`src/verilog/uart_pkg.sv`:
```
`default_nettype none

package uart_pkg;

    // bus geometry
    localparam int word_width = 32;
    localparam int addr_width = 8;

    // serial timing, short for simulation
    localparam int bit_cycles = 16;   // clocks per serial bit
    localparam int data_bits  = 8;

    // receive FIFO
    localparam int fifo_depth = 4;
    localparam int fifo_aw    = 2;    // count is fifo_aw+1 bits wide

    // register offsets
    localparam logic [addr_width-1:0] addr_rxdata = 8'h00;
    localparam logic [addr_width-1:0] addr_status = 8'h04;
    localparam logic [addr_width-1:0] addr_ctrl   = 8'h08;

    // AHB-lite codes
    localparam logic [1:0] htrans_nonseq = 2'b10;
    localparam logic       hresp_okay    = 1'b0;
    localparam logic       hresp_error   = 1'b1;

    // status bits, FIFO count sits at 6:4
    localparam int st_not_empty = 0;
    localparam int st_overrun   = 1;
    localparam int st_frame_err = 2;

    // control bits
    localparam int ctrl_irq_en      = 0;
    localparam int ctrl_clr_overrun = 1;   // write one to clear
    localparam int ctrl_clr_frame   = 2;   // write one to clear

    localparam int rxdata_perr_bit = 8;

    typedef struct packed {
        logic                 parity_err;
        logic [data_bits-1:0] data;
    } rx_entry_t;

endpackage

`default_nettype wire

```
`src/verilog/uart_bit_timer.sv`:
```
`timescale 1ns/10ps
`default_nettype none

module uart_bit_timer (
    input  wire  clk,
    input  wire  rst_n,
    input  wire  bit_run,
    output logic sample_stb,
    output logic bit_end
);

    logic [$clog2(uart_pkg::bit_cycles)-1:0] cnt;

    // free-running bit counter, held at zero while idle
    always_ff @(posedge clk or negedge rst_n) begin
        if (!rst_n) begin
            cnt <= '0;
        end else if (!bit_run) begin
            cnt <= '0;
        end else if (cnt == uart_pkg::bit_cycles - 1) begin
            cnt <= '0;   // wrap at end of bit
        end else begin
            cnt <= cnt + 1'b1;
        end
    end

    // mid-bit sample point
    assign sample_stb = bit_run && (cnt == uart_pkg::bit_cycles / 2);

    // last clock of the bit period
    assign bit_end = bit_run && (cnt == uart_pkg::bit_cycles - 1);

endmodule

`default_nettype wire

```
`src/verilog/uart_rx_fsm.sv`:
```
`timescale 1ns/10ps
`default_nettype none

module uart_rx_fsm (
    input  wire                 clk,
    input  wire                 rst_n,
    input  wire                 rx,
    input  wire                 sample_stb,
    input  wire                 bit_end,
    output logic                bit_run,
    input  wire                 full,
    output logic                push,
    output uart_pkg::rx_entry_t push_entry,
    output logic                overrun_evt,
    output logic                frame_err_evt
);

    typedef enum logic [2:0] {s_idle, s_start, s_data, s_parity, s_stop} state_t;

    state_t                                 state;
    logic                                   rx_s1, rx_s2, rx_prev;
    logic                                   fall;
    logic                                   stop_smp;
    logic [$clog2(uart_pkg::data_bits)-1:0] bit_idx;
    logic [uart_pkg::data_bits-1:0]         shift_q;
    logic                                   par_acc;
    logic                                   perr_q;

    assign fall = rx_prev && !rx_s2;   // start edge

    always_ff @(posedge clk or negedge rst_n) begin
        if (!rst_n) begin
            rx_s1   <= 1'b1;   // line idles high
            rx_s2   <= 1'b1;
            rx_prev <= 1'b1;
            state   <= s_idle;
            bit_idx <= '0;
        end else begin
            rx_s1   <= rx;
            rx_s2   <= rx_s1;
            rx_prev <= rx_s2;
            case (state)
                s_idle: if (fall) state <= s_start;
                s_start: begin
                    if (sample_stb && rx_s2) begin
                        state <= s_idle;   // glitch, not a real start bit
                    end else if (bit_end) begin
                        state   <= s_data;
                        bit_idx <= '0;
                    end
                end
                s_data: begin
                    if (bit_end) begin
                        if (bit_idx == uart_pkg::data_bits - 1) state <= s_parity;
                        else bit_idx <= bit_idx + 1'b1;
                    end
                end
                s_parity: if (bit_end) state <= s_stop;
                s_stop: if (sample_stb) state <= s_idle;
                default: state <= s_idle;
            endcase
        end
    end

    // datapath, lsb first
    always_ff @(posedge clk) begin
        if (state == s_start) par_acc <= 1'b0;
        if (state == s_data && sample_stb) begin
            shift_q <= {rx_s2, shift_q[uart_pkg::data_bits-1:1]};
            par_acc <= par_acc ^ rx_s2;
        end
        if (state == s_parity && sample_stb) perr_q <= par_acc ^ rx_s2;   // even parity check
    end

    assign bit_run  = (state != s_idle);
    assign stop_smp = (state == s_stop) && sample_stb;

    assign push          = stop_smp && rx_s2 && !full;
    assign overrun_evt   = stop_smp && rx_s2 && full;   // byte dropped
    assign frame_err_evt = stop_smp && !rx_s2;

    always_comb begin
        push_entry.data       = shift_q;
        push_entry.parity_err = perr_q;
    end

endmodule

`default_nettype wire

```
`src/verilog/uart_rx_fifo.sv`:
```
`timescale 1ns/10ps
`default_nettype none

module uart_rx_fifo #(
    parameter type payload_t = logic [7:0]
) (
    input  wire                        clk,
    input  wire                        rst_n,
    input  wire                        push,
    input  wire payload_t              push_data,
    input  wire                        pop,
    output payload_t                   pop_data,
    output logic                       empty,
    output logic                       full,
    output logic [uart_pkg::fifo_aw:0] count
);

    payload_t                       mem [uart_pkg::fifo_depth];
    logic [uart_pkg::fifo_aw-1:0]   wr_ptr;
    logic [uart_pkg::fifo_aw-1:0]   rd_ptr;
    logic                           do_push;
    logic                           do_pop;

    assign do_push = push && !full;
    assign do_pop  = pop && !empty;

    always_ff @(posedge clk or negedge rst_n) begin
        if (!rst_n) begin
            wr_ptr <= '0;
            rd_ptr <= '0;
            count  <= '0;
        end else begin
            if (do_push) wr_ptr <= wr_ptr + 1'b1;   // wraps at depth
            if (do_pop) rd_ptr <= rd_ptr + 1'b1;
            if (do_push && !do_pop) count <= count + 1'b1;
            else if (do_pop && !do_push) count <= count - 1'b1;
        end
    end

    // storage
    always_ff @(posedge clk) begin
        if (do_push) mem[wr_ptr] <= push_data;
    end

    assign pop_data = mem[rd_ptr];   // head entry, shown without a pop
    assign empty    = (count == '0);
    assign full     = (count == (uart_pkg::fifo_aw + 1)'(uart_pkg::fifo_depth));

endmodule

`default_nettype wire

```
`src/verilog/uart_ahb_regs.sv`:
```
`timescale 1ns/10ps
`default_nettype none

module uart_ahb_regs (
    input  wire                             clk,
    input  wire                             rst_n,
    input  wire                             hsel,
    input  wire [uart_pkg::addr_width-1:0]  haddr,
    input  wire                             hwrite,
    input  wire [1:0]                       htrans,
    input  wire [uart_pkg::word_width-1:0]  hwdata,
    output logic [uart_pkg::word_width-1:0] hrdata,
    output logic                            hready,
    output logic                            hresp,
    output logic                            pop,
    input  wire uart_pkg::rx_entry_t        pop_entry,
    input  wire                             empty,
    input  wire [uart_pkg::fifo_aw:0]       count,
    input  wire                             overrun_evt,
    input  wire                             frame_err_evt,
    output logic                            irq
);

    logic                            accept;
    logic                            dp_valid;
    logic                            dp_write;
    logic [uart_pkg::addr_width-1:0] dp_addr;
    logic                            dp_err;
    logic                            err2;
    logic                            ctrl_wr;
    logic                            mapped;
    logic                            irq_en;
    logic                            overrun_q;
    logic                            frame_q;
    logic [uart_pkg::word_width-1:0] rd_word;

    // address phase, only taken while the bus is ready
    assign accept = hsel && (htrans == uart_pkg::htrans_nonseq) && hready;

    always_ff @(posedge clk or negedge rst_n) begin
        if (!rst_n) begin
            dp_valid <= 1'b0;
            dp_write <= 1'b0;
            dp_addr  <= '0;
            err2     <= 1'b0;
        end else begin
            dp_valid <= accept;
            if (accept) begin
                dp_write <= hwrite;
                dp_addr  <= haddr;
            end
            err2 <= dp_err;   // second error cycle
        end
    end

    assign mapped  = (dp_addr == uart_pkg::addr_rxdata) || (dp_addr == uart_pkg::addr_status)
                     || (dp_addr == uart_pkg::addr_ctrl);
    assign dp_err  = dp_valid && (!mapped || (dp_write && dp_addr != uart_pkg::addr_ctrl));
    assign ctrl_wr = dp_valid && dp_write && (dp_addr == uart_pkg::addr_ctrl);

    assign hready = !dp_err;
    assign hresp  = (dp_err || err2) ? uart_pkg::hresp_error : uart_pkg::hresp_okay;

    // rxdata read pops in the data phase
    assign pop = dp_valid && !dp_write && (dp_addr == uart_pkg::addr_rxdata) && !empty;

    always_ff @(posedge clk or negedge rst_n) begin
        if (!rst_n) begin
            irq_en    <= 1'b0;
            overrun_q <= 1'b0;
            frame_q   <= 1'b0;
            irq       <= 1'b0;
        end else begin
            if (ctrl_wr) irq_en <= hwdata[uart_pkg::ctrl_irq_en];
            // new events win over a clear in the same cycle
            overrun_q <= overrun_evt
                         || (overrun_q && !(ctrl_wr && hwdata[uart_pkg::ctrl_clr_overrun]));
            frame_q   <= frame_err_evt
                         || (frame_q && !(ctrl_wr && hwdata[uart_pkg::ctrl_clr_frame]));
            irq       <= !empty && irq_en && !(pop && count == 'd1);   // drops with the last pop
        end
    end

    always_comb begin
        rd_word = '0;
        case (dp_addr)
            uart_pkg::addr_rxdata: begin
                if (!empty) begin   // empty fifo reads as zero
                    rd_word[uart_pkg::data_bits-1:0]  = pop_entry.data;
                    rd_word[uart_pkg::rxdata_perr_bit] = pop_entry.parity_err;
                end
            end
            uart_pkg::addr_status: begin
                rd_word[uart_pkg::st_not_empty]     = !empty;
                rd_word[uart_pkg::st_overrun]       = overrun_q;
                rd_word[uart_pkg::st_frame_err]     = frame_q;
                rd_word[4 +: uart_pkg::fifo_aw + 1] = count;   // bits 6:4
            end
            uart_pkg::addr_ctrl: rd_word[uart_pkg::ctrl_irq_en] = irq_en;
            default: rd_word = '0;
        endcase
    end

    assign hrdata = (dp_valid && !dp_write) ? rd_word : '0;

endmodule

`default_nettype wire

```
`src/verilog/uart_rx_top.sv`:
```
`timescale 1ns/10ps
`default_nettype none

module uart_rx_top (
    input  wire                             clk,
    input  wire                             rst_n,
    input  wire                             rx,
    input  wire                             hsel,
    input  wire [uart_pkg::addr_width-1:0]  haddr,
    input  wire                             hwrite,
    input  wire [1:0]                       htrans,
    input  wire [uart_pkg::word_width-1:0]  hwdata,
    output logic [uart_pkg::word_width-1:0] hrdata,
    output logic                            hready,
    output logic                            hresp,
    output logic                            irq
);

    logic                       bit_run, sample_stb, bit_end;
    logic                       push, pop, full, empty;
    logic                       overrun_evt, frame_err_evt;
    uart_pkg::rx_entry_t        push_entry, pop_entry;
    logic [uart_pkg::fifo_aw:0] count;

    uart_bit_timer u_bit_timer (
        .clk, .rst_n, .bit_run, .sample_stb, .bit_end
    );

    uart_rx_fsm u_rx_fsm (
        .clk, .rst_n, .rx, .sample_stb, .bit_end, .bit_run, .full,
        .push, .push_entry, .overrun_evt, .frame_err_evt
    );

    uart_rx_fifo #(
        .payload_t (uart_pkg::rx_entry_t)
    ) u_rx_fifo (
        .clk, .rst_n, .push, .push_data (push_entry), .pop, .pop_data (pop_entry),
        .empty, .full, .count
    );

    uart_ahb_regs u_ahb_regs (
        .clk, .rst_n, .hsel, .haddr, .hwrite, .htrans, .hwdata, .hrdata, .hready, .hresp,
        .pop, .pop_entry, .empty, .count, .overrun_evt, .frame_err_evt, .irq
    );

endmodule

`default_nettype wire

```
`config.mk`:
```
export PLATFORM = sky130hd
export DESIGN_NAME = uart_rx_top
export DESIGN_NICKNAME = d
export VERILOG_FILES = /design/src/verilog/uart_pkg.sv /design/src/verilog/uart_bit_timer.sv /design/src/verilog/uart_rx_fsm.sv /design/src/verilog/uart_rx_fifo.sv /design/src/verilog/uart_ahb_regs.sv /design/src/verilog/uart_rx_top.sv
export SDC_FILE = /design/constraint.sdc
export NUM_CORES = 1
export LEC_CHECK = 0
export ABC_AREA = 1
export BUFFER_PORTS_ARGS = -buffer_cell sky130_fd_sc_hd__buf_2
export CAP_MARGIN = 0
export CORE_MARGIN = 1
export CORE_UTILIZATION = 45
export DETAILED_ROUTE_END_ITERATION = 8
export PLACE_DENSITY = 0.68
export SYNTH_ARGS = -nofsm -noshare
export SYNTH_HDL_FRONTEND = slang
export SYNTH_SLANG_ARGS = --single-unit
```
`constraint.sdc`:
```
create_clock -name clk -period 1.85 [get_ports clk]
set_input_delay 0 -clock clk [delete_from_list [all_inputs] [get_ports clk]]
set_output_delay 0 -clock clk [all_outputs]
set_load 0.005 [all_outputs]
```
==> summary.md <==
| Metric | Value |
|---|---|
| Crit path kind | `flip-flop to output port` |
| Leakage power | `2.15 nW` |
| Gate power share | `0.202` |
| Largest net degree at the start of global routing | `36` |
| Top delay family on crit path | `buffers and inverters` |
| Max-cap violations | `0` |
| Die height | `94.4 um` |
| H-tree levels | `3` |
| Post-Syn Area | `0.00384 mm^2` |
| Worst Path Required | `1.85 ns` |
| Setup TNS | `0 ns` |
| Core Rows | `33` |
| Asr flop ratio synth | `0.432` |
| Max transition margin | `0.461` |
| Slew Viols, Final | `0` |
| Drt pass-1 iters | `4` |
| CTS buffer count | `9` |
| CP arrival | `1.78 ns` |
| Setup crit start | `u_rx_fifo.count[0]$_DFFE_PN0P_` |
| Share of the synthesized area in the top cell type | `0.360` |
| Synthesized area per cell | `9.97 um^2` |
| Initial core utilization | `0.467` |
| Wire length per cell | `13.4 um` |
| I/O Pins | `82` |
| Crit path largest cell delay | `0.40 ns` |
| FF-to-FF Start | `u_bit_timer.cnt[1]$_DFF_PN0_` |
| Mapped Cells | `385` |
| Unrepaired setup endpoints after global routing | `yes` |
| Startpoint of the worst hold path | `hsel` |
| Switching Fraction | `0.296` |
| TritonCTS Sinks | `81` |
| YS warnings | `0` |
| Clock Latency Late Sink | `0.36 ns` |
| Post-layout min period | `1.78 ns` |
| Synth unique cells | `34` |
| Total power | `4.53 mW` |
| Die area | `0.00891 mm^2` |
| DRT Wirelength | `7610 um` |
| Least-Margin Pin Slew | `0.808 ns` |
| Grt ovf | `0` |
| Post-synth EDFFs | `46` |
| Seq/Total Area, Yosys | `0.589` |
| Antenna-violating nets left | `0` |
| WHS | `0.174 ns` |
| Initial antenna violation count | `0` |
| Largest area contributor in the netlist | `edfxtp_1` |
| Crit path max fanout | `7` |
| Initial drt markers | `116` |
| Remaining DRCs | `0` |
| Final setup viols | `0` |
| Number of global-route vias before repair | `2,612` |
| Clock transition at the registers of the reported paths | `0.09 ns` |
| Port Buffers | `29` |
| DPL Wire Length | `4810 um` |
| Internal power | `3.19 mW` |
| Critical-path cell list | `inv_2 -> ha_4 -> inv_1 -> nor2_2 -> nor2_2 -> nand2_2 -> buf_6 -> inv_4 -> nand2_2 -> nand2_1 -> buf_2` |
| Hold crit path type | `input pin to flip-flop` |
| First-pass GRT wire length | `12,000 um` |
| Pwr/cell area | `970 mW/mm^2` |
| Status | `finished, final reports clean` |
| Util after Layout | `0.568` |
| Clk network pwr share | `0.324` |
| Fin nets | `518` |
| Share of layout cells above drive strength 1 | `0.240` |
| Slowest stage cell, crit path | `dfrtp_1` |
| Seq pwr share | `0.474` |
| Startpoint types | `flip-flop` |
| CTS tree | `done` |
| Total GRT Usage | `0.181` |
| Via Count | `2,783` |
| Crit path buf inv count | `5` |
| Vias/cell | `4.90` |
| Chip Width | `94.4 um` |
| Area growth, synth to finish | `21.5%` |
| Area contributors post-synth | `edfxtp_1 (36%), dfrtp_1 (21%), nand2_1 (7.6%)` |
| P_sw | `1.34 mW` |
| Clk buf depth | `2` |
| GPL Wtd Cong | `0.793` |
| Final Skew | `0.0124 ns` |
| Final period util | `0.964` |
| Diode count | `0` |
| F_max | `561 MHz` |
| Core Area | `0.00822 mm^2` |
| CTS root buf | `clkbuf_8` |
| VDD IR max | `0.000770 V` |
| Top_reg_cell synth | `edfxtp_1` |
| Setup crit end kind | `output port` |
| Final hold viol count | `0` |
| Yosys reg bits | `81` |
## layout by cell type (no fill, tap or decap), types with 3 or more instances in the layout
| cell | synthesis | layout |
|---|---|---|
| nand2_1 | 78 | 77 |
| edfxtp_1 | 46 | 46 |
| nor2_1 | 45 | 39 |
| inv_1 | 44 | 37 |
| dfrtp_1 | 32 | 32 |
| buf_2 | 3 | 29 |
| buf_4 | 24 | 24 |
| conb_1 | 1 | 23 |
| o21ai_0 | 23 | 22 |
| dlygate4sd3_1 | 0 | 14 |
| nand3_1 | 14 | 12 |
| nand4_1 | 12 | 12 |
| ha_1 | 13 | 10 |
| clkbuf_8 | 0 | 9 |
| inv_2 | 3 | 8 |
| nor2_2 | 2 | 6 |
| xor2_1 | 6 | 6 |
| nand2_2 | 4 | 5 |
| a21oi_1 | 5 | 5 |
| o22ai_1 | 5 | 5 |
| inv_6 | 0 | 5 |
| nor3_1 | 4 | 4 |
| nor2_4 | 1 | 3 |
| dfstp_2 | 3 | 3 |
## synth_stat cells, types with 5 or more instances
master	count
o22ai_1	5
ha_1	13
buf_4	24
inv_1	44
nand4_1	12
edfxtp_1	46
o21ai_0	23
nand3_1	14
nand2_1	78
nor2_1	45
a21oi_1	5
dfrtp_1	32
xor2_1	6
## layout make-up
cell class                      instances  area, um^2
Tap cell                              105         131
Clock inverter                          7         104
Timing Repair Buffer                   69         488
Clock buffer                            9         124
Sequential cell                        81        2260
Fill cell                             713        3550
Inverter                               48         186
Multi-Input combinational cell        249        1370
## routing by layer
| layer | up-vias | GRT usage | part of all wire |
|---|---|---|---|
| li1 | 1361 | - | - |
| met1 | 1343 | 0.218 | 0.45 |
| met2 | 64 | 0.311 | 0.50 |
| met3 | 15 | 0.0306 | 0.029 |
| met4 | 0 | 0.0974 | 0.022 |
| met5 | - | 0 | 0 |
## cells by family after synthesis
logic type	count (synthesis)	synth area share
compound gates	38	0.0560
xor+xnor	8	0.0182
fa+ha+maj	13	0.0424
buf+inv	77	0.0997
flops	81	0.589
other cells	1	0.000977
simple gates	167	0.194
## registers in the layout, indices dropped and copies added, names as in the netlist, 3 cells and up
signal,count
u_rx_fifo.count,3
u_ahb_regs.dp_addr,8
u_rx_fsm.shift_q,8
u_rx_fsm.bit_idx,3
u_rx_fifo.mem,36
u_bit_timer.cnt,4
u_rx_fsm.state,3
## power by group through the flow
| stage | Clock (mW) | Combinational (mW) | Sequential [mW] |
|---|---|---|---|
| after CTS | 1.49 | 0.817 | 2.13 |
| after global placement | 0 | 0.760 | 2.16 |
| after global routing | 1.56 | 1.04 | 2.16 |
| final | 1.47 | 0.914 | 2.14 |
| after floorplan | 0 | 0.589 | 2.18 |
| after detailed placement | 0 | 0.783 | 2.17 |
## stage by stage
stage | instance area [um^2] | cells | worst slack [ns]
2_1_floorplan | 3930 | 407 | 0.0160
3_3_place_gp | 4140 | 530 | 0.0872
3_5_place_dp | 4140 | 530 | 0.00835
4_1_cts | 4520 | 561 | 0.00329
5_1_grt | 4670 | 568 | -0.0249
6_report | 4670 | 568 | 0.0663
## repair_timing
item / 4_1_cts / 5_1_grt
endpoints found under the setup margin: 8 / 37
gates cloned: 0 / 1
endpoints found under the hold margin: 45 / 0
pin swaps: 0 / 6
gates resized for setup: 5 / 26
buffers inserted: 1 / 6
hold buffers: 14 / 0
## path summary, 6_finish.rpt
check,slack [ns],to,depth (start not counted)
setup / recovery,0.07,hrdata[4],11
hold / removal,0.17,u_ahb_regs.dp_addr[6]$_DFFE_PN0P_,5
setup reg to reg,0.12,u_rx_fifo.count[2]$_DFFE_PN0P_,11
hold reg to reg,0.36,u_rx_fsm.rx_s2$_DFF_PN1_,0
max in group asynchronous,1.06,u_rx_fsm.bit_idx[1]$_DFFE_PN0P_,2
min in group asynchronous,0.27,u_ahb_regs.dp_write$_DFFE_PN0P_,2
## worst register-to-register path, cell delays in order, from the launching register on
cell and delay [ns]:
dfrtp_1 0.41, inv_2 0.09, ha_4 0.14, nand3_4 0.08
nor2_4 0.12, nand3_2 0.08, inv_2 0.08, ha_2 0.27
nor2_1 0.08, o21ai_1 0.08, xor2_1 0.13, inv_1 0.06
Power figures use the tool's default switching activity.
